[src/hdl/cpuPkg.sv]
package cpuPkg;

  // ********************************************************************
  // Instruction encoding
  // ********************************************************************

  typedef enum logic [3:0] {
    opAdd = 4'h0,
    opSub = 4'h1,
    opAnd = 4'h2,
    opNor = 4'h3,
    opLw  = 4'h8,
    opSw  = 4'h9,
    opLlb = 4'hA,
    opB   = 4'hC,
    opHlt = 4'hF
  } opcodeT;

  // Branch conditions on the Z, N and V flags
  typedef enum logic [2:0] {
    condNe     = 3'd0,
    condEq     = 3'd1,
    condGt     = 3'd2,
    condLt     = 3'd3,
    condGe     = 3'd4,
    condLe     = 3'd5,
    condOv     = 3'd6,
    condAlways = 3'd7
  } condT;

  typedef struct packed {
    opcodeT     opcode;
    logic [3:0] rd;
    logic [3:0] rs;
    logic [3:0] rt;
  } rFmtT;

  typedef struct packed {
    opcodeT     opcode;
    logic [3:0] rd;
    logic [7:0] imm8;
  } iFmtT;

  // Memory ops use rt as load destination or store source
  typedef struct packed {
    opcodeT     opcode;
    logic [3:0] rt;
    logic [3:0] rs;
    logic [3:0] off4;
  } mFmtT;

  typedef struct packed {
    opcodeT     opcode;
    condT       cond3;
    logic [8:0] off9;
  } bFmtT;

  typedef union packed {
    rFmtT rFmt;
    iFmtT iFmt;
    mFmtT mFmt;
    bFmtT bFmt;
  } instrU;

  // ********************************************************************
  // Pipeline registers
  // ********************************************************************

  typedef struct packed {
    logic [15:0] instr;
    logic [15:0] pcPlus1;
    logic        valid;
  } ifIdT;

  typedef struct packed {
    logic [15:0] opA;
    logic [15:0] opB;
    logic [3:0]  srcA;
    logic [3:0]  srcB;
    logic [3:0]  dst;
    logic [15:0] imm;
    opcodeT      aluOp;
    logic        regWe;
    logic        memRe;
    logic        memWe;
    logic        isBranch;
    logic        isHalt;
    logic        setsAllFlags;
    logic        setsZero;
    condT        cond;
    logic [15:0] pcPlus1;
    logic        valid;
  } idExT;

  typedef struct packed {
    logic [15:0] result;
    logic [15:0] storeData;
    logic [3:0]  storeSrc;
    logic [3:0]  dst;
    logic        regWe;
    logic        memRe;
    logic        memWe;
    logic        isHalt;
    logic        valid;
  } exMemT;

  typedef struct packed {
    logic [15:0] data;
    logic [3:0]  dst;
    logic        regWe;
    logic        isHalt;
  } memWbT;

  typedef struct packed {
    logic [3:0]  regNum;
    logic [15:0] value;
  } retireT;

endpackage

[src/hdl/memoryStage.sv]
`timescale 1ns/1ps

module memoryStage #(
  parameter int dmemDepth = 256
) (
  input  logic          clk,
  input  logic          rst_n,
  input  cpuPkg::exMemT exMem,
  output cpuPkg::memWbT memWb
);

  localparam int dmemAw = $clog2(dmemDepth);

  logic [15:0]       dmem [dmemDepth];
  logic [dmemAw-1:0] addr;
  logic [15:0]       storeVal;
  logic [15:0]       loadVal;

  assign addr = dmemAw'(exMem.result % 16'(dmemDepth));

  // Store data from the older write now in MEM/WB
  assign storeVal = (memWb.regWe && memWb.dst == exMem.storeSrc) ? memWb.data
                                                                 : exMem.storeData;
  assign loadVal  = dmem[addr];

  always_ff @(posedge clk) begin
    if (exMem.valid && exMem.memWe) begin
      dmem[addr] <= storeVal;
    end
  end

  // ********************************************************************
  // MEM/WB register
  // ********************************************************************
  always_ff @(posedge clk or negedge rst_n) begin
    if (!rst_n) begin
      memWb.regWe  <= 1'b0;
      memWb.isHalt <= 1'b0;
    end else begin
      memWb.data   <= exMem.memRe ? loadVal : exMem.result;
      memWb.dst    <= exMem.dst;
      memWb.regWe  <= exMem.valid && exMem.regWe;
      memWb.isHalt <= exMem.valid && exMem.isHalt;
    end
  end

endmodule

[config.mk]
export PLATFORM = sky130hd
export DESIGN_NAME = memoryStage
export DESIGN_NICKNAME = d
export VERILOG_FILES = /design/src/hdl/cpuPkg.sv /design/src/hdl/memoryStage.sv
export SDC_FILE = /design/constraint.sdc
export NUM_CORES = 2
export LEC_CHECK = 0
export ABC_AREA = 1
export BUFFER_PORTS_ARGS = -buffer_cell sky130_fd_sc_hd__buf_2
export CORE_UTILIZATION = 45
export DETAILED_ROUTE_END_ITERATION = 10
export GPL_ROUTABILITY_DRIVEN = 0
export MAX_ROUTING_LAYER = met4
export PLACE_DENSITY = 0.61
export RECOVER_POWER = 50
export SLEW_MARGIN = 15
export SYNTH_ARGS = -nofsm -noshare
export SYNTH_HDL_FRONTEND = slang
export SYNTH_SLANG_ARGS = --single-unit
[constraint.sdc]
create_clock -name clk -period 3.8 [get_ports clk]
set_clock_uncertainty 0.05 [all_clocks]
set_input_delay 0.38 -clock clk [delete_from_list [all_inputs] [get_ports clk]]
set_output_delay 0.38 -clock clk [all_outputs]
set_load 0.03 [all_outputs]
# Word-level counts from Yosys, hierarchy flattened
# Memories as Yosys holds them, arrays and structs flattened.
# Index checks and enable logic that the tools add are counted.
classes:
  n_mux: 4
  reduce_logical: 4
  eq_ne: 1
ops:
  columns: ["op", "n"]
  rows:
  - ["2-to-1 mux 16 bit", 2]
  - ["== test 4 bit", 1]
  - ["logical AND 1 bit", 4]
  - ["2-to-1 mux 1 bit", 2]
totals:
  elab_cells: 14
  mem_bits_rw: 4096
  n_memories: 1
  output_inout_bits: 22
  input_bits: 47
  reg_bits: 22
mem_list:
  columns: ["name", "words", "word_bits", "read_ports", "rd_ports_with_merged_regs", "wr", "line_no", "source"]
  rows:
  - ["dmem", 256, 16, 1, 0, 1, "memoryStage.sv:14", "logic [15:0] dmem [dmemDepth];"]

# Logic depth before layout (Yosys ltp)
logic_depth:
  word_depth: 3
  depth_mapped: 19
  mapped_depth_nobuf: 15

# Least setup slack after synthesis
# No wires, ideal clock.
synth_timing:
  path_kind: "register to register"
  from: "register memWb[3] (netlist bit)"
  to: "memory dmem[0][10], data pin"
  period_less_slack_ns: 3.893
  t_required_ns: 3.194
  arrival_time_ns: 3.287
  path_buffers: 1
  stages_incl_launch_ff: 6
  setup_time_ns: 0.556
  path_slack_ns: -0.093
  cell_sequence: "edfxtp_1 > xor2_1 > nor2_1 > nand4_1 > clkbuf_1 > mux2_2"
synth_between:
  elab_chain_len: 3
synth_rtl:
  columns: ["element", "line_no", "source"]
  rows:
  - ["from (decl)", "memoryStage.sv:9", "output cpuPkg::memWbT memWb"]
  - ["== test 4 bit", "memoryStage.sv:22", "assign storeVal = (memWb.regWe && memWb.dst == exMem.storeSrc) ? memWb.data"]
  - ["logical AND 1 bit", "memoryStage.sv:22", null]
  - ["2-to-1 mux 16 bit", "memoryStage.sv:22", null]
  - ["via storeVal[10]", "memoryStage.sv:16", "logic [15:0] storeVal;"]
  - ["to (decl)", "memoryStage.sv:14", null]
# The timed path passes the listed nets, and every way through them passes these cells.

# Worst setup path in the final report
layout_timing:
  from: "input port exMem[31] (netlist bit)"
  to: "memory dmem[216][8] (enable)"
layout_rtl:
  columns: ["element", "line_no", "source"]
  rows:
  - ["from (decl)", "memoryStage.sv:8", "input cpuPkg::exMemT exMem,"]
# Straight into the memory's write port.

==> run summary <==
* **overall track demand over capacity in global routing** 26.9%
* **global-route congestion overflow total** 0
* **transition time of the tightest slew-check pin** 1.69 ns
* **ratio of routed vias to standard cells** 5.38
* **number of antenna violations at the first check in global routing** 18
* **origin of the worst setup path** exMem[31]
* **Post-Synthesis Cell Area** 166000 um^2
* **iteration-0 DRC count of the detailed router** 12500
* **root buffer selected by CTS** sky130_fd_sc_hd__clkbuf_16
* **area fraction of the dominant cell type after synthesis** 74.5%
* **crit share post-route** 96.8%
* **violated checks** max-capacitance violations, max-slew violations
* **starting density of the core** 45.3%
* **share of the core filled with cells in the final layout** 51.8%
* **count of flip-flops with a built-in enable after synthesis** 4116
* **post-layout instance count excluding filler cells** 20400
* **net count of the mapped netlist** 14800
* **maximum net fanout on the critical path** 27
* **total power divided by cell area** 508 nW/um^2
* **max frequency** 0.272 GHz
* **TritonCTS clock tree** yes
* **row count** 222
* **number of cell instances on the worst register-to-register path** 6
* **die span in x** 609 um
* **endpoints failing hold** 0
* **worst setup path class** input port to register
* **reported max-cap violation count** 7
* **clock-pin slew of the registers on the worst-case setup and hold paths** 0.06 ns
* **normalized max-slew margin** -12.5%
* **number of buffer and inverter instances along the worst setup path** 6
* **Final Routed Wirelength** 492000 um
* **outcome** finished with violations
* **nature of the critical path endpoint** register
* **vias in the first global route** 103000
* **Core Area** 366000 um^2
* **fill cell count** 31300
* **Port Buffers** 68
* **largest net degree at the start of global routing** 121
* **peak supply drop** 0.405 mV
* **CTS Buf Count** 424
* **number of pins with negative max-slew slack in the final report** 485
* **top library cells by usage in the layout, fill and taps aside** sky130_fd_sc_hd__nand2_1, sky130_fd_sc_hd__edfxtp_1, sky130_fd_sc_hd__nor2_1
* **Crit Reg-Reg Endpoint** dmem[181][4]
* **Critical R2R Launch** memWb[3]
* **WP depth** 9
* **Area growth, synth to finish** 14.3%
* **critical path's largest stage delay** 0.90 ns
* **DR WL/cell** 24.1 um
* **wire length of the first global-routing pass** 713000 um
* **Residual DRC** 0
* **sequential-to-total area share from yosys stat** 74.6%
* **data arrival time of the worst path** 4.31 ns
* **number of unique standard cell types used by synthesis** 28
* **first drt pass iteration count** 6
* **launch instance of the worst min-delay path** exMem[3]
* **DR vias** 110000
* **Die Footprint** 371000 um^2
* **cell type of the slowest stage on the worst timing path** sky130_fd_sc_hd__nand3_1
* **H-Tree Depth** 5
* **remaining antenna violation count after routing** 0
* **final-layout setup total negative slack** 0 ns
* **flip-flop and latch count after synthesis** 4118
* **synthesized instance count** 14700
* **top-level I/O count** 69
* **most common flop cell mapped by yosys** sky130_fd_sc_hd__edfxtp_1
* **setup repair after global routing missed its margin** false
* **ratio of cells with drive above 1 in the final layout** 8.70%
* **count of warnings emitted by yosys** 0
* **half-perimeter wire length after placement** 292000 um
* **Critical path destination** dmem[216][8]
* **Final setup violation count** 0
* **Final nets** 15300
* **CP top delay family** simple AND/OR/NAND/NOR gates
* **worst min-delay path category** input port to register
* **top cells by area in the synthesized netlist** sky130_fd_sc_hd__edfxtp_1, sky130_fd_sc_hd__nand2_1, sky130_fd_sc_hd__nor2_1
* **leakage power summed over all cells** 0.0722 uW
* **number of sinks on the clock net** 4118
* **Final Critical Period** 3.68 ns
* **insertion delay to the later sink of the worst-skew pair** 1.02 ns
* **Critical Path, Cell by Cell** dlygate4sd3_1, clkbuf_1, inv_1, nand2_1, inv_8, buf_12, nand3_1, nor2_1, buf_4
* **buffer count from post-CTS setup fixing** 0
* **critical path data required time** 4.43 ns
* **Worst Setup Start Kind** input port
* **reg2reg setup slack** 0.45 ns
* **most common cell after layout, fill and taps aside** sky130_fd_sc_hd__nand2_1
* **Die Y-Extent** 609 um
* **share of flip-flops with an asynchronous set or reset** 0.0486%
* **post-route worst hold slack** 0.126 ns
* **Yosys top cell by area** sky130_fd_sc_hd__edfxtp_1
* **number of buffers on the longest clock path** 4
* **total placed cells including tap cells** 19600
* **Final Power** 96300 uW
* **per-instance average area after synthesis** 11.3 um^2
-- synth_stat cells, drive strengths merged, types with 4 or more instances --
cell,instances
clkinv,6
a22oi,4
a21oi,223
nor2,909
nand2,7918
mux2,16
nand4,233
clkbuf,248
inv,22
edfxtp,4116
nand3,270
o21ai,241
buf,509
-- worst min path at each step --
stage,end,slack [ns],depth (start not counted)
3_5_place_dp,memWb[2],0.51,1
2_1_floorplan,memWb[0],0.03,0
5_1_grt,memWb[11],0.07,4
3_3_place_gp,memWb[4],0.51,1
6_report,memWb[11],0.13,4
4_1_cts,dmem[108][3],0.03,2
-- sequential cells by signal, summed over array words and instances, names as in the netlist --
register / count
dmem: 4096
memWb: 22
-- metal layers --
metal | vias to the layer above | wire length (um) | part of all wire [%] | track usage, %
li1 | 50500 | - | - | -
met3 | 859 | 41800 | 8.5 | 3.56
met1 | 53800 | 200000 | 41 | 36.3
met2 | 4906 | 228000 | 46 | 41.4
met4 | 0 | 22200 | 4.5 | 10.7
met5 | - | 0 | 0 | -
-- final cells by class --
class                      instances  area [um^2]  share of cell area (%)
sequential                      4118       124000                    65.2
multi-input combinational       9822        38800                    20.5
timing repair buffer             884         7730                    4.08
clock inverter                   223         2000                    1.05
inverter                          28          161                  0.0851
tap                             4816         6030                    3.18
antenna                           12         30.0                  0.0158
clock buffer                     543        11200                    5.89
-- what timing repair did --
action | in CTS | in global routing
hold buffers | 28 | 0
hold endpoints to repair | 57 | 0
resized for setup | 0 | 0
-- metrics by stage --
step | setup slack, ns | instance area (um^2)
after floorplan | -0.0929 | 166000
after global placement | -0.103 | 177000
after detailed placement | -0.0919 | 177000
after CTS | 0.677 | 190000
after global routing | 0.258 | 190000
final | 0.121 | 190000
-- cell families after synthesis --
kind of cell           count (synthesis)  synth area share [%]
AO/OA/AOI/OAI                        469                  1.42
buffers and inverters                785                  2.20
AND/OR/NAND/NOR                     9333                  21.7
flip-flops                          4118                  74.6
multiplexers                          16                 0.109
XOR/XNOR                               4                0.0211
-- tightest hold or removal path: stages --
cell and delay, ns:
sky130_fd_sc_hd__buf_2 0.31, sky130_fd_sc_hd__nand2_1 0.22, sky130_fd_sc_hd__nor2_1 0.06, sky130_fd_sc_hd__nor2_1 0.08
-- where the power goes --
group / internal (uW) / leakage, uW / switching, uW
Combinational: 1450 / 0.0287 / 4570
Clock: 22500 / 0.00643 / 17500
Sequential: 50200 / 0.0370 / 56.6
Power figures use the tool's default switching activity.
