File: src/hdl/cpuPkg.sv
package cpuPkg;

  // ********************************************************************
  // Instruction encoding
  // ********************************************************************

  typedef enum logic [3:0] {
    opAdd = 4'h0,
    opSub = 4'h1,
    opAnd = 4'h2,
    opNor = 4'h3,
    opLw  = 4'h8,
    opSw  = 4'h9,
    opLlb = 4'hA,
    opB   = 4'hC,
    opHlt = 4'hF
  } opcodeT;

  // Branch conditions on the Z, N and V flags
  typedef enum logic [2:0] {
    condNe     = 3'd0,
    condEq     = 3'd1,
    condGt     = 3'd2,
    condLt     = 3'd3,
    condGe     = 3'd4,
    condLe     = 3'd5,
    condOv     = 3'd6,
    condAlways = 3'd7
  } condT;

  typedef struct packed {
    opcodeT     opcode;
    logic [3:0] rd;
    logic [3:0] rs;
    logic [3:0] rt;
  } rFmtT;

  typedef struct packed {
    opcodeT     opcode;
    logic [3:0] rd;
    logic [7:0] imm8;
  } iFmtT;

  // Memory ops use rt as load destination or store source
  typedef struct packed {
    opcodeT     opcode;
    logic [3:0] rt;
    logic [3:0] rs;
    logic [3:0] off4;
  } mFmtT;

  typedef struct packed {
    opcodeT     opcode;
    condT       cond3;
    logic [8:0] off9;
  } bFmtT;

  typedef union packed {
    rFmtT rFmt;
    iFmtT iFmt;
    mFmtT mFmt;
    bFmtT bFmt;
  } instrU;

  // ********************************************************************
  // Pipeline registers
  // ********************************************************************

  typedef struct packed {
    logic [15:0] instr;
    logic [15:0] pcPlus1;
    logic        valid;
  } ifIdT;

  typedef struct packed {
    logic [15:0] opA;
    logic [15:0] opB;
    logic [3:0]  srcA;
    logic [3:0]  srcB;
    logic [3:0]  dst;
    logic [15:0] imm;
    opcodeT      aluOp;
    logic        regWe;
    logic        memRe;
    logic        memWe;
    logic        isBranch;
    logic        isHalt;
    logic        setsAllFlags;
    logic        setsZero;
    condT        cond;
    logic [15:0] pcPlus1;
    logic        valid;
  } idExT;

  typedef struct packed {
    logic [15:0] result;
    logic [15:0] storeData;
    logic [3:0]  storeSrc;
    logic [3:0]  dst;
    logic        regWe;
    logic        memRe;
    logic        memWe;
    logic        isHalt;
    logic        valid;
  } exMemT;

  typedef struct packed {
    logic [15:0] data;
    logic [3:0]  dst;
    logic        regWe;
    logic        isHalt;
  } memWbT;

  typedef struct packed {
    logic [3:0]  regNum;
    logic [15:0] value;
  } retireT;

endpackage

File: src/hdl/fetchStage.sv
`timescale 1ns/1ps

module fetchStage #(
  parameter int imemDepth = 256
) (
  input  logic         clk,
  input  logic         rst_n,
  input  logic         go,
  input  logic         stall,
  input  logic         flush,
  input  logic         halted,
  input  logic         branchTaken,
  input  logic [15:0]  branchTarget,
  input  logic         loadReq,
  input  logic [15:0]  loadAddr,
  input  logic [15:0]  loadInstr,
  output logic         loadAck,
  output logic [15:0]  pc,
  output cpuPkg::ifIdT ifId
);

  localparam int imemAw = $clog2(imemDepth);

  logic [15:0]       imem [imemDepth];
  logic [imemAw-1:0] fetchIdx;
  logic [imemAw-1:0] loadIdx;
  logic              loadWrite;

  assign fetchIdx  = imemAw'(pc % 16'(imemDepth));
  assign loadIdx   = imemAw'(loadAddr % 16'(imemDepth));
  // New request seen while idle
  assign loadWrite = loadReq && !loadAck && !go;

  always_ff @(posedge clk) begin
    if (loadWrite) begin
      imem[loadIdx] <= loadInstr;
    end
  end

  // Four-phase load handshake
  always_ff @(posedge clk or negedge rst_n) begin
    if (!rst_n) begin
      loadAck <= 1'b0;
    end else if (loadWrite) begin
      loadAck <= 1'b1;
    end else if (!loadReq && loadAck) begin
      loadAck <= 1'b0;
    end
  end

  always_ff @(posedge clk or negedge rst_n) begin
    if (!rst_n) begin
      pc <= 16'd0;
    end else if (!go) begin
      pc <= 16'd0;
    end else if (halted) begin
      pc <= pc;
    end else if (branchTaken) begin
      pc <= branchTarget;
    end else if (!stall) begin
      pc <= pc + 16'd1;
    end
  end

  // IF/ID register
  always_ff @(posedge clk or negedge rst_n) begin
    if (!rst_n) begin
      ifId.valid <= 1'b0;
    end else if (!go || flush) begin
      ifId.valid <= 1'b0;
    end else if (!stall) begin
      ifId.instr   <= imem[fetchIdx];
      ifId.pcPlus1 <= pc + 16'd1;
      ifId.valid   <= 1'b1;
    end
  end

  assert property (@(posedge clk) disable iff (!rst_n) go |-> !loadReq)
    else $error("program load requested while running");

endmodule

File: config.mk
export PLATFORM = sky130hd
export DESIGN_NAME = fetchStage
export DESIGN_NICKNAME = d
export VERILOG_FILES = /design/src/hdl/cpuPkg.sv /design/src/hdl/fetchStage.sv
export SDC_FILE = /design/constraint.sdc
export NUM_CORES = 2
export LEC_CHECK = 0
export BUFFER_PORTS_ARGS = -buffer_cell sky130_fd_sc_hd__buf_2
export CORE_MARGIN = 2
export CORE_UTILIZATION = 50
export DETAILED_ROUTE_END_ITERATION = 6
export PLACE_DENSITY_LB_ADDON = 0.2
export SYNTH_ARGS = -nofsm -noshare
export SYNTH_HDL_FRONTEND = slang
export SYNTH_SLANG_ARGS = --single-unit
File: constraint.sdc
create_clock -name clk -period 2.85 [get_ports clk]
set_clock_uncertainty 0.05 [all_clocks]
set_input_delay 0.1425 -clock clk [delete_from_list [all_inputs] [get_ports clk]]
set_output_delay 0.1425 -clock clk [all_outputs]
set_load 0.05 [all_outputs]
After elaboration in Yosys (flattened, before gate mapping)
Memories as Yosys holds them, arrays and structs flattened. A register that Yosys moved wholly into a read port is not among the register bits.
Index checks and enable logic that the tools add are counted.
- flip-flop bits (word level): 34
- memory bits (writable): 4096
- input port bits: 56
- word-level logic and storage cells: 31
- memories: 1
- memories (name ; depth ; width ; read ports ; clocked after Yosys merged registers in ; wr ports ; RTL line ; RTL):
    imem ; 256 ; 16 ; 1 ; 1 ; 1 ; fetchStage.sv:24 ; logic [15:0] imem [imemDepth];
- add/sub/neg operators: 1
- eq/ne operators: 3
- muxes and demuxes: 10
- bitwise logic cells: 2
- reductions and logical operators: 10
- operators with widths (cell ; number):
    two-way mux 16 bit ; 4
    adder 16 x 1 -> 16 bit (second input constant) ; 1
    two-way mux 1 bit ; 6
    logical AND 1 bit ; 3
    logical NOT 1 bit ; 3
    inequality test 3 x 2 -> 1 bit (second input constant) ; 1
    AND reduction 3 bit ; 1
    inequality test 2 x 1 -> 1 bit (second input constant) ; 1
    inequality test 2 bit (second input constant) ; 1
    inverter 1 bit ; 2
    AND reduction 2 bit ; 1
    nonzero test 2 bit ; 1
    logical OR 1 bit ; 1

Longest topological paths before layout
- word-level depth: 5
- mapped depth: 12

Worst setup path after synthesis
Ideal clock, no wire load.
- path type: input-to-reg
- start: input port stall
- end: register ifId[10] in the netlist's numbering (enable)
- library setup time: 0.503 ns
- data arrival time: 3.306 ns
- required time: 2.297 ns
- path slack: -1.009 ns
- stages: 1
- cell sequence: nor4bb_1
- cells in the longest elaborated chain, start to end: 2
- RTL lines (element ; RTL line ; RTL):
    from (decl) ; fetchStage.sv:9 ; input logic stall,
    inverter 1 bit (no line) ; -- ;
    AND reduction 3 bit (no line) ; -- ;
    to (decl) ; fetchStage.sv:19 ; output cpuPkg::ifIdT ifId
No other way between the ends.
A chain may end at the register's enable or synchronous reset.

==> summary.md <==
| Metric | Value |
|---|---|
| Number of global-route vias before repair | 84771 |
| Post-Syn Area | 161300 sq um |
| Max-Cap Viols | 0 |
| Mean post-synth cell area | 21.04 sq um |
| Pwr dens | about 670 nW/um^2 |
| Syn Nets | roughly 7700 |
| Critical path startpoint | pc[0] |
| CP Launch Type | flop |
| GR Util met2 | 0.4586 |
| Die width | 572.0 microns |
| Main synth FF type | edfxtp_1 |
| P_leak | 62.09 nW |
| Ports | 106 |
| Most common cell after layout, fill and taps aside | edfxtp_1 |
| Skew-Pair Late Insertion Delay | 0.96 ns |
| Slew HR | 0.2332 |
| Synthesized netlist cell count | 7666 |
| # fillers | approximately 23000 |
| First-pass GRT wire length | 651300 microns |
| EDFF count, synth | around 4100 |
| Met3 Usage GRT | 0.04733 |
| Non-Filler Instances | 13879 |
| Critical path type | flop to flop |
| H-tree levels | 5 |
| Buffer depth of the longest clock path | 4 |
| Switching Fraction | 0.2169 |
| Clk slew on worst S/H paths | 0.06 ns |
| Yosys Warn Count | 0 |
| DRT iter0 DRCs | 11483 |
| Placer Congestion | 0.9565 |
| Final WL | between 400000 and 500000 microns |
| Endpoints failing setup | 16 |
| Met1 Use GR | 0.3831 |
| CORE AREA | roughly 320000 sq um |
| Placed Cells | 12892 |
| Tcrit/Tclk final | 1.200 |
| Post-synth ARST share | 0.004342 |
| Measured slew at the worst slew-check pin | 1.148 ns |
| Vias per cell | around 6.2 |
| GRT overflow | 0 |
| WL per Instance | 33.76 microns |
| Fin. Hold Viols | 0 |
| Net Sw Power | 0.02827 W |
| Dpl hpwl | 294700 microns |
| Seq cells post-synth | 4146 |
| Reg power frac | 0.515 |
| CP max FO | 13 |
| CTS tree | built |
| Post-synth cell types | 71 |
| Commonest non-fill, non-tap cells in the layout | edfxtp_1, buf_4, mux4_2 |
| Outcome | finished, violations left |
| Unrepaired setup endpoints after global routing | true |
| WP data required | about 3.6 ns |
| Failing checks | design-rule violations, negative setup slack |
| Final Max Tran Viols | 0 |
| Routed Antenna Nets | 0 |
| Post-route worst setup slack | -0.5693 ns |
| # DRC | 4 |
| Gate power share | 0.071 |
| Pin count of the biggest net entering global routing | 105 |
| Die area | 327100 sq um |
| Crit path DAT | ~4.2 ns |
| Clock power frac | 0.414 |
| Fmax | 292.5 MHz |
| Area growth syn-to-layout | 20.41% |
| Total track usage | 0.2839 |
| Fin Setup TNS | -7.580 ns |
| Drt pass-1 iters | 7 |
| Minimum clock period | 3.419 ns |
| Initial antenna violation count | 25 |
| Die Height | roughly 570 microns |
| CP endpoint kind | flop |
| Cell Int Power | 0.1021 W |
| VDD IR max | 0.0006509 V |
| Seq/Total Area, Yosys | 0.7714 |
| Root buf cell | clkbuf_16 |
| Fin nets | 9275 |
| GR peak layer | met2 |
| Ratio of cells with drive above 1 in the final layout | 0.3310 |
| Hold path startpoint | loadAddr[7] |
| CTS Sinks | 4146 |
| CTS buffer count | slightly above 400 |
| Min-delay worst type | primary input to flop |
| PortBufs | 97 |
| Rows | between 200 and 250 |
| Starting Density | 0.5022 |
| Worst R2R Setup Slack | -0.57 ns |
| Via count | 86722 |
| RR Startpoint | pc[0] |
## Yosys cell counts (5+ instances only)
cell | n | area [sq um]
edfxtp_1 | 4128 | 124000
nand2b_1 | 9 | 56.30
buf_4 | 33 | 247.7
a22oi_1 | 93 | 698.2
dfrtp_1 | 18 | 450.4
buf_8 | 16 | 240.2
and2_1 | 5 | 31.28
buf_12 | 31 | 620.6
clkbuf_4 | 6 | 45.04
mux2i_1 | 628 | 6286
nand3_1 | 54 | 270.3
o21ai_1 | 19 | 95.09
nor2b_1 | 16 | 100.1
and3_1 | 6 | 37.54
xnor2_1 | 10 | 87.58
a31oi_1 | 27 | 168.9
nand4_1 | 20 | 125.1
and4b_1 | 6 | 60.06
nand2_1 | 109 | 409.1
clkbuf_1 | 152 | 570.6
o22ai_1 | 150 | 938.4
inv_1 | 6 | 22.52
buf_1 | 32 | 120.1
nor2_1 | 387 | 1453
o21a_1 | 10 | 75.07
a2111oi_2 | 12 | 180.2
a311oi_1 | 17 | 148.9
mux4_1 | 38 | 998.5
nor3_1 | 102 | 510.5
nor4_1 | 54 | 337.8
buf_6 | 65 | 732.0
a211oi_1 | 79 | 593.1
o221ai_1 | 169 | 1480
o221ai_2 | 23 | 345.3
o21ai_0 | 53 | 265.3
buf_2 | 127 | 635.6
mux4_2 | 732 | 16490
a22o_1 | 13 | 113.9
a21oi_1 | 152 | 760.7
## state kept, by name, indices dropped and copies added (netlist names)
| signal | flops |
|---|---|
| imem | 4096 |
| ifId | 33 |
| loadAck | 1 |
| pc | 16 |
## area by class of cell
type                    instances  area (sq um)  share of cell area
repair buffers               1600         15630             0.08046
well taps                    4305          5386             0.02774
flip-flops and latches       4146        124400              0.6407
clock buffers                 529         11190             0.05762
clock inverters               228          2151             0.01108
diodes                         16         40.04           0.0002062
multi-input cells            3047         35340              0.1820
inverters                       8         40.04           0.0002062
## routing by layer
metal  up-vias  part of all wire
li1      35459                 -
met1     45831              0.38
met2      4590              0.49
met3       838             0.087
met4         4             0.050
met5         -          0.000058
## stage by stage
step	hold WS, ns	setup slack (ns)	cell area [sq um]	utilization	power (W)
after floorplan	-0.2031	-0.1911	161300	-	0.07253
after global placement	0.1078	-1.433	176000	0.5481	0.07653
after detailed placement	0.1234	-1.370	176000	0.5481	0.07666
after CTS	0.004247	-0.5285	192400	0.5991	0.1305
after global routing	0.06867	-0.6062	194200	0.6046	0.1335
final	0.1021	-0.5693	194200	0.6047	0.1303
## critical path, stage by stage, from the launching register on
cell	delay [ns]
dfrtp_4	0.56
buf_12	0.21
buf_6	0.23
mux2i_1	0.12
o221ai_2	0.27
nor2_1	0.18
nor4_4	0.42
nand4_1	0.17
buf_6	0.17
a2111oi_4	0.50
buf_4	0.24
o21a_1	0.15
## cell families (layout without fill, tap and decap cells)
kind of cell / Yosys count / after routing / share of synthesized area
AO/OA/AOI/OAI: 838 / 838 / 0.03754
multiplexers: 1400 / 1400 / 0.1475
buffers and inverters: 473 / 2365 / 0.02029
flip-flops: 4146 / 4146 / 0.7714
other: 0 / 16 / 0
adder cells (fa/ha/maj): 1 / 1 / 0.00007756
AND/OR/NAND/NOR: 794 / 794 / 0.02245
XOR/XNOR: 14 / 14 / 0.0007602
## repair_timing
item | CTS | global route
hold endpoints to repair | 3384 | 0
buffers inserted | 32 | 88
hold buffers | 70 | 0
resized for setup | 277 | 197
pin swaps | 16 | 42
endpoints found under the setup margin | 22 | 24
cloned | 21 | 6
## final timing paths
path | end | cells past startpoint
max | ifId[27] | 11
min | imem[253][8] | 4
max reg2reg | ifId[27] | 11
min reg2reg | pc[13] | 2
max in group asynchronous | pc[0] | 4
min in group asynchronous | ifId[0] | 4
## power groups by stage
stage / Sequential, W / Clock, W / Combinational (W)
floorplan: 0.0685 / 0 / 0.00402
global placement: 0.0684 / 0 / 0.00811
detailed placement: 0.0684 / 0 / 0.00822
CTS: 0.0671 / 0.0545 / 0.00886
global route: 0.0671 / 0.0568 / 0.00954
finish: 0.0671 / 0.0540 / 0.00923
Power figures use the tool's default switching activity.
