===== src/hdl/cpuPkg.sv =====
package cpuPkg;

  // ********************************************************************
  // Instruction encoding
  // ********************************************************************

  typedef enum logic [3:0] {
    opAdd = 4'h0,
    opSub = 4'h1,
    opAnd = 4'h2,
    opNor = 4'h3,
    opLw  = 4'h8,
    opSw  = 4'h9,
    opLlb = 4'hA,
    opB   = 4'hC,
    opHlt = 4'hF
  } opcodeT;

  // Branch conditions on the Z, N and V flags
  typedef enum logic [2:0] {
    condNe     = 3'd0,
    condEq     = 3'd1,
    condGt     = 3'd2,
    condLt     = 3'd3,
    condGe     = 3'd4,
    condLe     = 3'd5,
    condOv     = 3'd6,
    condAlways = 3'd7
  } condT;

  typedef struct packed {
    opcodeT     opcode;
    logic [3:0] rd;
    logic [3:0] rs;
    logic [3:0] rt;
  } rFmtT;

  typedef struct packed {
    opcodeT     opcode;
    logic [3:0] rd;
    logic [7:0] imm8;
  } iFmtT;

  // Memory ops use rt as load destination or store source
  typedef struct packed {
    opcodeT     opcode;
    logic [3:0] rt;
    logic [3:0] rs;
    logic [3:0] off4;
  } mFmtT;

  typedef struct packed {
    opcodeT     opcode;
    condT       cond3;
    logic [8:0] off9;
  } bFmtT;

  typedef union packed {
    rFmtT rFmt;
    iFmtT iFmt;
    mFmtT mFmt;
    bFmtT bFmt;
  } instrU;

  // ********************************************************************
  // Pipeline registers
  // ********************************************************************

  typedef struct packed {
    logic [15:0] instr;
    logic [15:0] pcPlus1;
    logic        valid;
  } ifIdT;

  typedef struct packed {
    logic [15:0] opA;
    logic [15:0] opB;
    logic [3:0]  srcA;
    logic [3:0]  srcB;
    logic [3:0]  dst;
    logic [15:0] imm;
    opcodeT      aluOp;
    logic        regWe;
    logic        memRe;
    logic        memWe;
    logic        isBranch;
    logic        isHalt;
    logic        setsAllFlags;
    logic        setsZero;
    condT        cond;
    logic [15:0] pcPlus1;
    logic        valid;
  } idExT;

  typedef struct packed {
    logic [15:0] result;
    logic [15:0] storeData;
    logic [3:0]  storeSrc;
    logic [3:0]  dst;
    logic        regWe;
    logic        memRe;
    logic        memWe;
    logic        isHalt;
    logic        valid;
  } exMemT;

  typedef struct packed {
    logic [15:0] data;
    logic [3:0]  dst;
    logic        regWe;
    logic        isHalt;
  } memWbT;

  typedef struct packed {
    logic [3:0]  regNum;
    logic [15:0] value;
  } retireT;

endpackage


===== src/hdl/decodeStage.sv =====
`timescale 1ns/1ps

module decodeStage (
  input  logic          clk,
  input  logic          rst_n,
  input  logic          stall,
  input  logic          flush,
  input  cpuPkg::ifIdT  ifId,
  input  cpuPkg::memWbT wb,
  output cpuPkg::idExT  idEx,
  output logic [3:0]    idSrcA,
  output logic [3:0]    idSrcB
);

  logic [15:0]   regFile [16];
  cpuPkg::instrU word;
  cpuPkg::idExT  dec;
  cpuPkg::idExT  idExNext;
  logic          live;

  // Reads see the value being written back this cycle
  function automatic logic [15:0] readReg(input logic [3:0] addr);
    if (addr == 4'd0) begin
      return 16'd0;
    end else if (wb.regWe && wb.dst == addr) begin
      return wb.data;
    end
    return regFile[addr];
  endfunction

  assign word = ifId.instr;
  assign live = ifId.valid && !stall && !flush;

  // ********************************************************************
  // Field decode
  // ********************************************************************
  always_comb begin
    dec         = '0;
    dec.aluOp   = word.rFmt.opcode;
    dec.cond    = word.bFmt.cond3;
    dec.pcPlus1 = ifId.pcPlus1;
    case (word.rFmt.opcode)
      cpuPkg::opAdd, cpuPkg::opSub, cpuPkg::opAnd, cpuPkg::opNor: begin
        dec.srcA         = word.rFmt.rs;
        dec.srcB         = word.rFmt.rt;
        dec.dst          = word.rFmt.rd;
        dec.regWe        = 1'b1;
        dec.setsAllFlags = word.rFmt.opcode inside {cpuPkg::opAdd, cpuPkg::opSub};
        dec.setsZero     = word.rFmt.opcode inside {cpuPkg::opAnd, cpuPkg::opNor};
      end
      cpuPkg::opLlb: begin
        dec.dst   = word.iFmt.rd;
        dec.imm   = {{8{word.iFmt.imm8[7]}}, word.iFmt.imm8};
        dec.regWe = 1'b1;
      end
      cpuPkg::opLw: begin
        dec.srcA  = word.mFmt.rs;
        dec.dst   = word.mFmt.rt;
        dec.imm   = {{12{word.mFmt.off4[3]}}, word.mFmt.off4};
        dec.regWe = 1'b1;
        dec.memRe = 1'b1;
      end
      cpuPkg::opSw: begin
        dec.srcA  = word.mFmt.rs;
        dec.srcB  = word.mFmt.rt;
        dec.imm   = {{12{word.mFmt.off4[3]}}, word.mFmt.off4};
        dec.memWe = 1'b1;
      end
      cpuPkg::opB: begin
        dec.imm      = {{7{word.bFmt.off9[8]}}, word.bFmt.off9};
        dec.isBranch = 1'b1;
      end
      cpuPkg::opHlt: dec.isHalt = 1'b1;
      default: ;
    endcase
    // r0 is hardwired, so writes to it are dropped here
    if (dec.dst == 4'd0) begin
      dec.regWe = 1'b0;
    end
  end

  assign idSrcA = ifId.valid ? dec.srcA : 4'd0;
  assign idSrcB = ifId.valid ? dec.srcB : 4'd0;

  // Bubble on stall, flush or empty slot
  always_comb begin
    idExNext       = dec;
    idExNext.opA   = readReg(dec.srcA);
    idExNext.opB   = readReg(dec.srcB);
    idExNext.valid = live;
    if (!live) begin
      idExNext.regWe        = 1'b0;
      idExNext.memRe        = 1'b0;
      idExNext.memWe        = 1'b0;
      idExNext.isBranch     = 1'b0;
      idExNext.isHalt       = 1'b0;
      idExNext.setsAllFlags = 1'b0;
      idExNext.setsZero     = 1'b0;
    end
  end

  // Writeback port
  always_ff @(posedge clk) begin
    if (wb.regWe && wb.dst != 4'd0) begin
      regFile[wb.dst] <= wb.data;
    end
  end

  always_ff @(posedge clk or negedge rst_n) begin
    if (!rst_n) begin
      idEx.valid        <= 1'b0;
      idEx.regWe        <= 1'b0;
      idEx.memRe        <= 1'b0;
      idEx.memWe        <= 1'b0;
      idEx.isBranch     <= 1'b0;
      idEx.isHalt       <= 1'b0;
      idEx.setsAllFlags <= 1'b0;
      idEx.setsZero     <= 1'b0;
    end else begin
      idEx <= idExNext;
    end
  end

  assert property (@(posedge clk) disable iff (!rst_n)
    (wb.regWe && wb.dst == 4'd0) |-> (wb.data == 16'd0))
    else $error("register 0 written with a nonzero value");

endmodule


===== config.mk =====
export PLATFORM = sky130hd
export DESIGN_NAME = decodeStage
export DESIGN_NICKNAME = d
export VERILOG_FILES = /design/src/hdl/cpuPkg.sv /design/src/hdl/decodeStage.sv
export SDC_FILE = /design/constraint.sdc
export NUM_CORES = 1
export LEC_CHECK = 0
export ABC_AREA = 0
export BUFFER_PORTS_ARGS = -buffer_cell sky130_fd_sc_hd__buf_4
export CORE_UTILIZATION = 35
export DETAILED_ROUTE_END_ITERATION = 8
export PLACE_DENSITY = 0.61
export SYNTH_ARGS = -nofsm -noshare
export SYNTH_HDL_FRONTEND = slang
export SYNTH_SLANG_ARGS = --single-unit
export TNS_END_PERCENT = 30

===== constraint.sdc =====
create_clock -name clk -period 1.8 [get_ports clk]
set_input_delay 0.36 -clock clk [delete_from_list [all_inputs] [get_ports clk]]
set_output_delay 0.36 -clock clk [all_outputs]
set_load 0.01 [all_outputs]

# Word level (Yosys, flattened, before mapping)
# Memory sizes are Yosys's and may differ from the RTL's.
# Index checks and enable logic that the tools add are counted.
# W data, S select, Z words.
[classes]
add_sub_neg = 0
n_bitwise = 0
mul = 0
n_shift = 0
n_reduce_logical = 18
eq_ne = 10
n_lt_le_gt_ge = 0
mux = 26
n_div = 0
[ops]
columns = ["op", "count"]
rows = [
  ["$mux W16", 6],
  ["$pmux W16 S3", 1],
  ["$eq A4 B4 Y1 const B", 5],
  ["$logic_not A4 Y1", 4],
  ["$mux W4", 4],
  ["$mux W1", 12],
  ["$reduce_or A6 Y1", 2],
  ["$eq A4 B2 Y1 const B", 2],
  ["$eq A4 B4 Y1", 2],
  ["$pmux W4 S2", 1],
  ["$mux W7", 1],
  ["$logic_and A1 B1 Y1", 5],
  ["$eq A4 B1 Y1 const B", 1],
  ["$reduce_bool A2 Y1", 2],
  ["$reduce_bool A4 Y1", 1],
  ["$reduce_or A4 Y1", 1],
  ["$logic_not A1 Y1", 2],
  ["$mux W2", 1],
  ["$reduce_or A2 Y1", 1],
]
[word_totals]
elab_cells = 72
latch_bits = 0
in_bits = 59
register_bits = 91
mem_bits_ro = 0
n_memories = 1
mem_bits_rw = 256
[mem_list]
columns = ["memory", "depth", "word_bits", "rd", "rd_clocked_by_memory_dff", "wr", "line_no", "rtl"]
rows = [
  ["regFile", 16, 16, 2, 0, 1, "decodeStage.sv:15", "logic [15:0] regFile [16];"],
]

# Longest topological paths before layout
[depth]
depth_word = 8
depth_mapped = 12
mapped_depth_nobuf = 8

# Worst setup path after synthesis
# OpenSTA, ideal clock, no wires.
[synth_timing]
path_type = "input to register"
startpoint = "input port wb[4] in the netlist's numbering"
endpoint = "memory regFile[12][0], enable pin"
path_slack_ps = -500
setup_time_ps = 409
arrival_time_ps = 1890
n_path_buf = 1
path_stages = 3
path_cell_list = "clkbuf_1 nand3_1 nor3_1"
[synth_via]
elab_chain_len = 4
[synth_rtl]
columns = ["element", "line_no", "rtl"]
rows = [
  ["start: declaration", "decodeStage.sv:9", "input cpuPkg::memWbT wb,"],
  ["$reduce_bool A4 Y1", "decodeStage.sv:104", "if (wb.regWe && wb.dst != 4'd0) begin"],
  ["$logic_and A1 B1 Y1", "decodeStage.sv:104", ""],
  ["$mux W1", "decodeStage.sv:104", ""],
  ["$mux W1 (implied by the code)", "decodeStage.sv:105", "regFile[wb.dst] <= wb.data;"],
  ["end: declaration", "decodeStage.sv:15", ""],
]
# Several ways; a longest one is shown, not always the timed one.

# Final worst setup path
[layout_timing]
startpoint = "input port ifId[30] in the netlist's numbering"
endpoint = "output port idSrcB[0]"
[layout_via]
elab_chain_len = 4
[layout_rtl]
columns = ["element", "line_no", "rtl"]
rows = [
  ["start: declaration", "decodeStage.sv:8", "input cpuPkg::ifIdT ifId,"],
  ["$eq A4 B1 Y1, or another cell as far along", "decodeStage.sv:42", "case (word.rFmt.opcode)"],
  ["$reduce_or A4 Y1", "n/a", ""],
  ["$pmux W4 S2 (*)", "decodeStage.sv:42", ""],
  ["$mux W4 (*)", "decodeStage.sv:83", "assign idSrcB = ifId.valid ? dec.srcB : 4'd0;"],
  ["end: declaration", "decodeStage.sv:12", "output logic [3:0] idSrcB"],
]
# Every way passes the cells marked *; elsewhere a longest branch is shown, timed or not.

==> results.md <==
* Longest Clk Path Bufs at 3
* Final WL at about 53,000 µm
* Drt drc at 0
* First-pass GRT wire length at between 70,000 and 80,000 µm
* Vias per cell at ~5.7
* Fmax at 530.6 MHz
* Synth Register Bits at 340
* Hold WC Path Type: in2async
* Cell Area, Placed at between 15,000 and 20,000 µm²
* CP Capture Type: output pin
* Root buf cell: clkbuf_16
* Layout fillers at about 3,800
* Syn avg cell area at between 10 and 15 µm²
* CP Data Arrival Time at around 1500 ps
* Htree depth at 2
* Hold Slack at between 100 and 150 ps
* Antenna violations before repair at 0
* Skew-Pair Late Insertion Delay at ~540 ps
* RSZ-0062 raised after global routing: yes
* Total Power at about 20 mW
* Failing checks: negative setup slack
* Synth Instances at between 1,000 and 1,500
* DP Wirelength at about 34,000 µm
* Clock slew seen by the registers of the worst setup and hold paths at approximately 60 ps
* Setup ws final at -84.54 ps
* Die Area at ~46,000 µm²
* WL/cell at 24.37 µm
* Yosys top cell area share at approximately 63%
* CTS tree: done
* P_leak at approximately 8 nW
* Predominant post-synthesis flop cell: edfxtp_1
* Largest net degree at the start of global routing at 34
* # IOs at about 160
* Worst Max-Slew Pin Slew at 514.7 ps
* Std cell rows at 77
* Area Growth Syn to Fin at 35.01%
* Final Util at a little under half
* Status: finished with violations
* Slew Limit Fails at 0
* Most common cell in the netlist: edfxtp_1
* CTS Buf Count at 36
* Layout Cells excl Fill at around 2,200
* Peak VDD IR at between 0.7 and 0.8 mV
* Initial cell density of the core at approximately 36%
* N_diodes at 0
* Vias in the first global route at around 12,000
* Worst Path Required at roughly 1400 ps
* Hold Vio Cnt, Final at 0
* Clk sinks at between 300 and 400
* Synthesized cell area at ~16,000 µm²
* Pre-antenna DRT Iters at 8
* CORE AREA at 44,220 µm²
* Setup TNS at -607.4 ps
* Iter 0 DRT Violations at ~1,400
* Die outline width at approximately 210 µm
* Worst slew margin at between 60% and 70%
* Final period util at 104.7%
* Final setup skew at roughly 18 ps
* # setup viols final at 17
* Detail Route Antenna Nets at 0
* Worst-path fanout max at 7
* Share of cells above drive strength 1 at 30.59%
* Nets at 1,622
* All-Layer GR Usage at a little under a quarter
* Total grt overflow at 0
* Setup WS pre-CTS at -826.7 ps
* Critical path class: in2out
* PwrDens at 916.6 nW/µm²
* Sequential element share of the synthesized area at ~65%
* Tmin final at around 1900 ps
* CP startpoint kind: input port
* Die Y-Extent at between 200 and 250 µm
* Synth cell types at 50
* Top post-synthesis cells by area: edfxtp_1 (63%), mux2i_1 (7.1%), nand2_1 (4.1%)
* Routed vias at 12,393
* Design area at about 21,000 µm²
* Maxcap violations at 0
* Sequential Area at between 10,000 and 15,000 µm²
* Ys Warns at 0
* Top post-synthesis cells by count: edfxtp_1 (332), nand2_1 (173), mux2i_1 (112), a21oi_1 (76), nand3_1 (64)
* Post-synth ARST share at ~2.4%
* Post-synth EDFFs at between 300 and 400
* Area of the multi-input gates at ~5500 µm²
* Final Wtd Congestion at about 0.90
* Buffers added on ports at 156
* Cell Count Post-Placement at ~2,100
* Biggest area consumer among synthesized cells: edfxtp_1
[cell usage in the layout, fill, tap and decap left out, types with 8 or more instances in the layout]
cell           count
edfxtp_1         332
buf_4            264
nand2_1          170
mux2i_1          103
a21oi_1           68
nand3_1           64
buf_12            49
o221ai_1          43
nor2_1            38
clkbuf_16         36
nor3_1            28
buf_6             24
a211oi_1          17
o21a_1            16
dlygate4sd3_1     16
conb_1            16
o211ai_1          15
a22oi_1           14
o2111ai_1         14
a31oi_1           12
and3_1            12
and2_1            11
o21ai_0           11
a22oi_2           11
nor2_2            11
o32a_1            10
o21ai_1            9
a21oi_2            8
dfrtp_1            8
[cell families after synthesis]
kind of cell    Yosys count  synth area share (%)
compound gates          291                 12.92
xor+xnor                  8                0.4460
buf+inv                 112                 3.408
flops                   340                 64.73
mux                     114                 7.422
other cells               1               0.02387
simple gates            382                 11.05
[layer usage]
layer	track usage, %	wire [µm]	vias to the layer above
li1	-	-	5449
met1	31.41	21930	6091
met2	37.10	24550	767
met3	4.335	5292	86
met4	7.340	1371	0
met5	0	0	-
[sequential cells by signal (all words and copies together), names as in the netlist]
| register | count |
|---|---|
| idEx | 84 |
| regFile | 256 |
[report_power, final]
group          internal, mW  switching (mW)  total, mW
clock network          4.56            3.12       7.68
logic                  1.17            1.42       2.59
registers              9.02           0.151       9.17
total                  14.7            4.70       19.4
[final cells by class]
type	instances	share of cell area, %
clock inverter	21	1.286
timing repair buffer	360	16.72
clock buffer	43	4.371
sequential	340	47.94
multi-input combinational	811	25.85
tap	592	3.492
inverter	14	0.3362
[path summary, 6_finish.rpt]
check | endpoint | slack (ps) | start | depth (start not counted)
setup / recovery | idSrcB[0] | -80 | ifId[30] | 8
max in group asynchronous | idEx[0] | 1510 | rst_n | 2
hold reg to reg | idEx[77] | 770 | regFile[5][2] | 4
hold / removal | idEx[26] | 130 | rst_n | 2
setup reg to reg | idEx[76] | 130 | regFile[3][1] | 5
min in group clk | idEx[33] | 130 | ifId[19] | 2
[worst max-delay path, stage by stage]
cell      delay [ps]
buf_12           110
nand4b_1         210
a21o_4           260
clkinv_4          70
buf_8            130
buf_16           130
and2_4           150
buf_6             90
[what timing repair did]
item | 4_1_cts | 5_1_grt
endpoints found under the hold margin | 16 | 0
endpoints found under the setup margin | 29 | 36
hold buffers | 16 | 0
buffers inserted | 20 | 8
pin swaps | 9 | 20
gates cloned | 2 | 0
resized for setup | 51 | 60
No activity file was read; power rests on OpenSTA's default activity.
