$ cat src/hdl/cpuPkg.sv
package cpuPkg;

  // ********************************************************************
  // Instruction encoding
  // ********************************************************************

  typedef enum logic [3:0] {
    opAdd = 4'h0,
    opSub = 4'h1,
    opAnd = 4'h2,
    opNor = 4'h3,
    opLw  = 4'h8,
    opSw  = 4'h9,
    opLlb = 4'hA,
    opB   = 4'hC,
    opHlt = 4'hF
  } opcodeT;

  // Branch conditions on the Z, N and V flags
  typedef enum logic [2:0] {
    condNe     = 3'd0,
    condEq     = 3'd1,
    condGt     = 3'd2,
    condLt     = 3'd3,
    condGe     = 3'd4,
    condLe     = 3'd5,
    condOv     = 3'd6,
    condAlways = 3'd7
  } condT;

  typedef struct packed {
    opcodeT     opcode;
    logic [3:0] rd;
    logic [3:0] rs;
    logic [3:0] rt;
  } rFmtT;

  typedef struct packed {
    opcodeT     opcode;
    logic [3:0] rd;
    logic [7:0] imm8;
  } iFmtT;

  // Memory ops use rt as load destination or store source
  typedef struct packed {
    opcodeT     opcode;
    logic [3:0] rt;
    logic [3:0] rs;
    logic [3:0] off4;
  } mFmtT;

  typedef struct packed {
    opcodeT     opcode;
    condT       cond3;
    logic [8:0] off9;
  } bFmtT;

  typedef union packed {
    rFmtT rFmt;
    iFmtT iFmt;
    mFmtT mFmt;
    bFmtT bFmt;
  } instrU;

  // ********************************************************************
  // Pipeline registers
  // ********************************************************************

  typedef struct packed {
    logic [15:0] instr;
    logic [15:0] pcPlus1;
    logic        valid;
  } ifIdT;

  typedef struct packed {
    logic [15:0] opA;
    logic [15:0] opB;
    logic [3:0]  srcA;
    logic [3:0]  srcB;
    logic [3:0]  dst;
    logic [15:0] imm;
    opcodeT      aluOp;
    logic        regWe;
    logic        memRe;
    logic        memWe;
    logic        isBranch;
    logic        isHalt;
    logic        setsAllFlags;
    logic        setsZero;
    condT        cond;
    logic [15:0] pcPlus1;
    logic        valid;
  } idExT;

  typedef struct packed {
    logic [15:0] result;
    logic [15:0] storeData;
    logic [3:0]  storeSrc;
    logic [3:0]  dst;
    logic        regWe;
    logic        memRe;
    logic        memWe;
    logic        isHalt;
    logic        valid;
  } exMemT;

  typedef struct packed {
    logic [15:0] data;
    logic [3:0]  dst;
    logic        regWe;
    logic        isHalt;
  } memWbT;

  typedef struct packed {
    logic [3:0]  regNum;
    logic [15:0] value;
  } retireT;

endpackage

$ cat src/hdl/executeStage.sv
`timescale 1ns/1ps

module executeStage (
  input  logic          clk,
  input  logic          rst_n,
  input  cpuPkg::idExT  idEx,
  input  cpuPkg::exMemT exMemFwd,
  input  cpuPkg::memWbT wbFwd,
  output cpuPkg::exMemT exMem,
  output logic          branchTaken,
  output logic [15:0]   branchTarget
);

  logic [15:0] opA;
  logic [15:0] opB;
  logic [15:0] aluOut;
  logic        aluOvf;
  logic        flagZ;
  logic        flagN;
  logic        flagV;
  logic        condMet;

  // Younger stage first; a load in EX/MEM has no data yet
  function automatic logic [15:0] pickOperand(input logic [3:0] src,
                                               input logic [15:0] regVal,
                                               input cpuPkg::exMemT ex,
                                               input cpuPkg::memWbT wb);
    if (ex.valid && ex.regWe && !ex.memRe && ex.dst == src) begin
      return ex.result;
    end else if (wb.regWe && wb.dst == src) begin
      return wb.data;
    end
    return regVal;
  endfunction

  assign opA = pickOperand(idEx.srcA, idEx.opA, exMemFwd, wbFwd);
  assign opB = pickOperand(idEx.srcB, idEx.opB, exMemFwd, wbFwd);

  // ********************************************************************
  // ALU
  // ********************************************************************
  always_comb begin
    aluOvf = 1'b0;
    case (idEx.aluOp)
      cpuPkg::opAdd: begin
        aluOut = opA + opB;
        aluOvf = (opA[15] == opB[15]) && (aluOut[15] != opA[15]);
      end
      cpuPkg::opSub: begin
        aluOut = opA - opB;
        aluOvf = (opA[15] != opB[15]) && (aluOut[15] != opA[15]);
      end
      cpuPkg::opAnd: aluOut = opA & opB;
      cpuPkg::opNor: aluOut = ~(opA | opB);
      cpuPkg::opLlb: aluOut = idEx.imm;
      // Effective address
      cpuPkg::opLw, cpuPkg::opSw: aluOut = opA + idEx.imm;
      default: aluOut = 16'd0;
    endcase
  end

  // Flags update as the instruction leaves EX
  always_ff @(posedge clk or negedge rst_n) begin
    if (!rst_n) begin
      flagZ <= 1'b0;
      flagN <= 1'b0;
      flagV <= 1'b0;
    end else if (idEx.setsAllFlags) begin
      flagZ <= (aluOut == 16'd0);
      flagN <= aluOut[15];
      flagV <= aluOvf;
    end else if (idEx.setsZero) begin
      flagZ <= (aluOut == 16'd0);
    end
  end

  always_comb begin
    case (idEx.cond)
      cpuPkg::condNe: condMet = !flagZ;
      cpuPkg::condEq: condMet = flagZ;
      cpuPkg::condGt: condMet = !flagZ && !flagN;
      cpuPkg::condLt: condMet = flagN;
      cpuPkg::condGe: condMet = flagZ || !flagN;
      cpuPkg::condLe: condMet = flagZ || flagN;
      cpuPkg::condOv: condMet = flagV;
      default:        condMet = 1'b1;
    endcase
  end

  assign branchTaken  = idEx.isBranch && condMet;
  assign branchTarget = idEx.pcPlus1 + idEx.imm;

  // EX/MEM register
  always_ff @(posedge clk or negedge rst_n) begin
    if (!rst_n) begin
      exMem.valid  <= 1'b0;
      exMem.regWe  <= 1'b0;
      exMem.memRe  <= 1'b0;
      exMem.memWe  <= 1'b0;
      exMem.isHalt <= 1'b0;
    end else begin
      exMem.result    <= aluOut;
      exMem.storeData <= opB;
      exMem.storeSrc  <= idEx.srcB;
      exMem.dst       <= idEx.dst;
      exMem.regWe     <= idEx.regWe;
      exMem.memRe     <= idEx.memRe;
      exMem.memWe     <= idEx.memWe;
      exMem.isHalt    <= idEx.isHalt;
      exMem.valid     <= idEx.valid;
    end
  end

  assert property (@(posedge clk) disable iff (!rst_n) branchTaken |-> idEx.valid)
    else $error("branch taken from an empty ID/EX slot");

endmodule

$ cat config.mk
export PLATFORM = sky130hd
export DESIGN_NAME = executeStage
export DESIGN_NICKNAME = d
export VERILOG_FILES = /design/src/hdl/cpuPkg.sv /design/src/hdl/executeStage.sv
export SDC_FILE = /design/constraint.sdc
export NUM_CORES = 1
export LEC_CHECK = 0
export ABC_CLOCK_PERIOD_IN_PS = 8250
export BUFFER_PORTS_ARGS = -buffer_cell sky130_fd_sc_hd__buf_2
export CAP_MARGIN = 20
export CORE_MARGIN = 3
export CORE_UTILIZATION = 55
export DETAILED_ROUTE_END_ITERATION = 8
export MAX_ROUTING_LAYER = met4
export PLACE_DENSITY = 0.86
export SLEW_MARGIN = 20
export SYNTH_ARGS = -nofsm -noshare
export SYNTH_HDL_FRONTEND = slang
export SYNTH_SLANG_ARGS = --single-unit
$ cat constraint.sdc
create_clock -name clk -period 8.25 [get_ports clk]
set_input_delay 0.825 -clock clk [delete_from_list [all_inputs] [get_ports clk]]
set_output_delay 0.825 -clock clk [all_outputs]
set_load 0.02 [all_outputs]
* After elaboration in Yosys (flattened, before gate mapping)
Cells that the tools add are included.
** Operators by class
- Reductions and logical operators :: 20
- Eq/ne operators :: 20
- Mux-type cells :: 15
- Bitwise logic cells :: 3
- Add/sub/neg operators :: 4
** Operator list (count)
- two-way mux 16 bit :: 6
- one-hot mux 16 bit (6 select lines) :: 1
- adder 16 bit :: 3
- bitwise AND 16 bit :: 1
- == test 4 bit :: 4
- logical NOT 16 bit :: 1
- inverter 16 bit :: 1
- OR 16 bit :: 1
- subtractor 16 bit :: 1
- == test 4 bit, second input constant :: 3
- logical AND 1 bit :: 10
- == test 3 bit, second input constant :: 3
- == test 4 x 2 -> 1 bit, second input constant :: 2
- one-hot mux 1 bit (7 select lines) :: 1
- == test 3 x 2 -> 1 bit, second input constant :: 2
- two-way mux 1 bit :: 6
- == test 4 x 1 -> 1 bit, second input constant :: 1
- logical NOT 4 bit :: 1
- == test 3 x 1 -> 1 bit, second input constant :: 1
- logical NOT 1 bit :: 3
- logical NOT 3 bit :: 1
- != test 1 bit :: 3
- logical OR 1 bit :: 2
- one-hot mux 1 bit (2 select lines) :: 1
- 3 further kinds :: 3
** Storage, ports and cells
- Word-level logic and storage cells :: 74
- Output and inout bits :: 62
- Input port bits :: 160
- Flip-flop bits (word level) :: 48

* Logic depth before layout (Yosys ltp)
- Depth in word-level cells :: 11
- Gate-level depth with buffers :: 18
- Depth with buffers taken out :: 17

* Worst setup path after synthesis
Ideal clock, no wire load.
- Path type :: input port to flip-flop
- Start point :: in idEx[53] (netlist name)
- End point :: reg flagZ
- Path slack :: 2.454 ns
- Arrival :: 5.692 ns
- Library setup time :: 0.103 ns
- Required time :: 8.147 ns
- Cell stages on the path :: 15
- Buffers on the path :: 1
- Cells stage by stage :: xor2_1 > nor4_1 > clkbuf_1 > mux2i_1 > o21a_1 > inv_1 > fa_1 > o21ai_0 > a32o_1 > a211o_1 > or4_1 > or3_1 > nor3_2 > or4b_1 > o41ai_2
** On the way
- Cells in the longest elaborated chain, start to end :: 11
- Elaborated cells on any way between the ends :: 17
- Those cells by class :: add/sub (2); eq/ne (2); mux (7); bitwise (3); reduce/logical (3)
** RTL lines
- from (decl) :: line executeStage.sv:6 : input cpuPkg::idExT idEx,
- == test 4 bit :: line executeStage.sv:30 : end else if (wb.regWe && wb.dst == src) begin
- logical AND 1 bit :: line executeStage.sv:30
- two-way mux 1 bit :: line executeStage.sv:30
- two-way mux 1 bit :: line executeStage.sv:28 : if (ex.valid && ex.regWe && !ex.memRe && ex.dst == src) begin
- two-way mux 16 bit (*) :: line executeStage.sv:33 : return regVal;
- via opB[1] :: line executeStage.sv:15 : logic [15:0] opB;
- branches (longest 2 deep; another with subtractor 16 bit)
- one-hot mux 16 bit (6 select lines) (*) :: line executeStage.sv:44 : case (idEx.aluOp)
- via aluOut[1] :: line executeStage.sv:16 : logic [15:0] aluOut;
- logical NOT 16 bit (*) :: line executeStage.sv:69, executeStage.sv:73
- two-way mux 1 bit :: line executeStage.sv:72 : end else if (idEx.setsZero) begin
- two-way mux 1 bit (*) :: line executeStage.sv:68 : end else if (idEx.setsAllFlags) begin
- to (signal assigned) :: line executeStage.sv:69 : flagZ <= (aluOut == 16'd0);
- to (signal assigned) :: line executeStage.sv:73 : flagZ <= (aluOut == 16'd0);
- to (decl) :: line executeStage.sv:18 : logic flagZ;
Mark *: on every way through the listed nets, which the timed path passes. The select of a mux whose other input is x is not followed.
A chain may end at the register's enable or synchronous reset.

* Worst setup path after layout
- Start point :: in wbFwd[4] (netlist name)
- End point :: reg flagZ
** On the way
- Cells in the longest elaborated chain, start to end :: 11
- Elaborated cells on any way between the ends :: 20
- Those cells by class :: add/sub (3); eq/ne (2); mux (9); bitwise (3); reduce/logical (3)
** RTL lines
- from (decl) :: line executeStage.sv:8 : input cpuPkg::memWbT wbFwd,
- branches (longest 7 deep; another with adder 16 bit)
- one-hot mux 16 bit (6 select lines) (*) :: line executeStage.sv:44
- via aluOut[14] :: line executeStage.sv:16
- logical NOT 16 bit (*) :: line executeStage.sv:69, executeStage.sv:73
- two-way mux 1 bit :: line executeStage.sv:72
- two-way mux 1 bit (*) :: line executeStage.sv:68
Marks and branches as above.

==> results.md <==
- P_leak: about 3.5 nW
- Via count: a little under 7000
- Fillers: around 940
- Multi-input gate area: 0.00478 sq mm
- GPL Wtd Cong: just over 1
- Root Buffer: clkbuf_16
- Avg Vias per Cell: between 6 and 7
- Reg area: 0.00140 sq mm
- Io pins: around 220
- IO Port Bufs: around 200
- Fin. max-slew vios: 0
- DR iter-0 viols: roughly 700
- Final period util: between 60% and 70%
- Run status: finished, final reports clean
- Maximum vdd drop: between 0.08 and 0.09 mV
- Vias in the first global route: ~6400
- FF+latch count, synth: 48
- Share of flip-flops with an asynchronous set or reset: between 15 and 20%
- Area growth from synthesis to layout: 19.2%
- Number of core rows: 39
- Proportion of layout cells with a drive suffix above 1: between 20% and 30%
- DRT Pass-1 Iters: 6
- Finish-stage setup viols: 0
- Post_cts resized: 0
- Pwr dens: around 140 mW/mm^2
- Setup TNS: 0 ps
- Power Total: ~1.1 mW
- First-pass GRT wire length: around 32 mm
- Crit path time final: around 5800 ps
- Class of the worst hold path: flop to flop
- Slew HR: a little under a third
- Slew @ Worst Pin: 1020 ps
- Die height: 115 microns
- Core box area: 0.0115 sq mm
- YS warnings: 0
- WHS: 551 ps
- Post-Syn Instances: 790
- MaxCap Viol Count: 0
- CP startpoint kind: input pin
- Yosys cell types: 73
- RSZ-0062 raised after global routing: false
- WP data arrival: a little under 6000 ps
- Die area: about 0.013 sq mm
- Clock transition at path regs: 80 ps
- Maximum fanout along the worst path: 16
- Highest clock rate: ~170 MHz
- Remaining DRCs: 0
- Antenna Nets Post-Route: 0
- Effective utilization at floorplan: a little under three fifths
- Antenna cells: 0
- Synth Flop Type: edfxtp_1
- # hold bufs at CTS: 0
- CTS sink cnt: 48
- H-tree levels: 2
- Largest net degree at the start of global routing: 49
- Initial antenna violation count: 0
- Postcts setup bufs: 0
- CTS Buf Count: 5
- Syn Nets: roughly 1000
- Die X-Extent: 115 microns
- Synth Area per Inst: 8.27 sq um
- Final nets: between 1000 and 1500
- Crit path required time: approximately 8500 ps
- EDFF count, synth: 40
- Crit Path Class: input pin to flop
- Drt wl/cell: around 18 microns
- Overflow after GRT: 0
- Cell Count, Final, Fillers Out: between 1000 and 1500
- Post-synthesis sequential area ratio: between 20 and 25%
- Clock skew: 0 ps
- CTS tree: done
- Final Hold Violating Endpoints: 0
- Later-pin clock latency in the skew report: around 290 ps
- CP endpoint kind: flop
- Routed WL: around 20 mm
- DP HPWL: around 16 mm
- FF-to-FF setup slack: between 7000 and 8000 ps
- Clk buf depth: 2
- Placed insts: 1105
- GRT Total Usage: slightly above 30%
- Mapped cell area: ~0.0065 sq mm
metal layers:
layer  wire length (microns)  up-vias  global-route usage (%)
met1                    8450     3181                    40.1
met4                     525        0                    8.53
li1                        -     3239                       -
met3                    2060       53                    4.84
met5                       0        -                       -
met2                    9260      397                    49.7
per-stage QoR:
step | util, % | instance area [sq um] | setup WS, ps
3_5_place_dp | 66.1 | 7610 | 2290
2_1_floorplan | - | 6530 | 2450
5_1_grt | 67.6 | 7790 | 2310
4_1_cts | 67.6 | 7790 | 2600
3_3_place_gp | 66.1 | 7610 | 2400
6_report | 67.6 | 7790 | 2500
area by class of cell:
type,instances,area share (%)
Clock buffer,5,1.61
Clock inverter,3,0.611
Inverter,57,2.75
Multi-Input combinational cell,653,61.4
Sequential cell,48,18.0
Tap cell,143,2.30
Timing Repair Buffer,204,13.3
Yosys cell counts (3+ instances only):
cell	instances	area (sq um)
o21a_1	19	143
nor3b_1	3	22.5
buf_6	3	33.8
nand2_1	75	282
xor2_1	15	131
nand3_1	10	50.1
o21ai_0	58	290
or3_1	11	68.8
a21o_1	7	52.6
nand3b_1	6	45.0
o41a_1	3	33.8
nand4_1	5	31.3
and2_1	4	25.0
clkbuf_1	25	93.8
xnor2_1	35	307
a31oi_1	12	75.1
nand2b_1	10	62.6
nor2_1	65	244
a21oi_1	39	195
o31ai_1	6	45.0
nor2b_1	11	68.8
edfxtp_1	40	1200
inv_1	57	214
mux2_2	3	33.8
mux2i_1	52	521
o22ai_1	5	31.3
fa_1	4	80.1
ha_1	85	1060
o21bai_1	5	37.5
o211ai_1	7	52.6
a211o_1	5	43.8
nor4_1	5	31.3
nor3_1	19	95.1
a22oi_1	6	45.0
a221oi_1	3	26.3
dfrtp_1	8	200
a2111oi_0	7	61.3
a211oi_1	10	75.1
cells in the final DEF, fill, tap and decap left out, types with 7 or more instances in the layout:
cell type and count:
buf_2 198, ha_1 85, nand2_1 75, nor2_1 63, o21ai_0 58, inv_1 57
mux2i_1 52, edfxtp_1 40, a21oi_1 39, xnor2_1 35, o21a_1 19, nor3_1 19
xor2_1 15, a31oi_1 12, nor2b_1 11, or3_1 11, a211oi_1 10, nand2b_1 10
nand3_1 10, dfrtp_1 8, o211ai_1 7, a2111oi_0 7, a21o_1 7
registers in the layout, indices dropped and copies added (netlist names):
signal,flops
exMem,45
flagV,1
flagN,1
flagZ,1
worst paths after layout:
check | cells after the start | start | to
worst max-delay path | 17 | wbFwd[4] | flagZ
worst min-delay path | 2 | flagV | flagV
worst max register to register | 1 | flagN | flagN
worst min register to register | 2 | flagV | flagV
max in group asynchronous | 2 | rst_n | exMem[0]
min in group asynchronous | 2 | rst_n | exMem[1]
cell families (layout without fill, tap and decap cells):
kind of cell	Yosys count	count (layout)	synth area share, %
and+or+nand+nor	238	238	17.7
AOI/OAI and AO/OA	221	221	22.5
adders and majority gates	89	89	17.5
buffers and inverters	89	269	5.59
muxes	55	55	8.49
xor gates and xnor gates	50	50	6.70
DFF	48	48	21.5
power by group:
part	switching [mW]	total (mW)	internal [mW]
logic	0.322	0.524	0.203
registers	0.00713	0.298	0.291
clock network	0.0992	0.244	0.144
total	0.428	1.07	0.638
critical path: stages:
cell	delay (ps)
buf_2	120
xor2_1	180
nor4_4	270
buf_4	340
mux2i_1	120
o21ai_0	800
inv_1	260
fa_1	470
nand3b_1	220
a2111oi_0	440
o31a_1	210
o21ai_0	200
o2111ai_1	260
o41a_1	180
nand4b_1	190
or4b_1	590
o41ai_2	270
No activity file was read; power rests on OpenSTA's default activity.
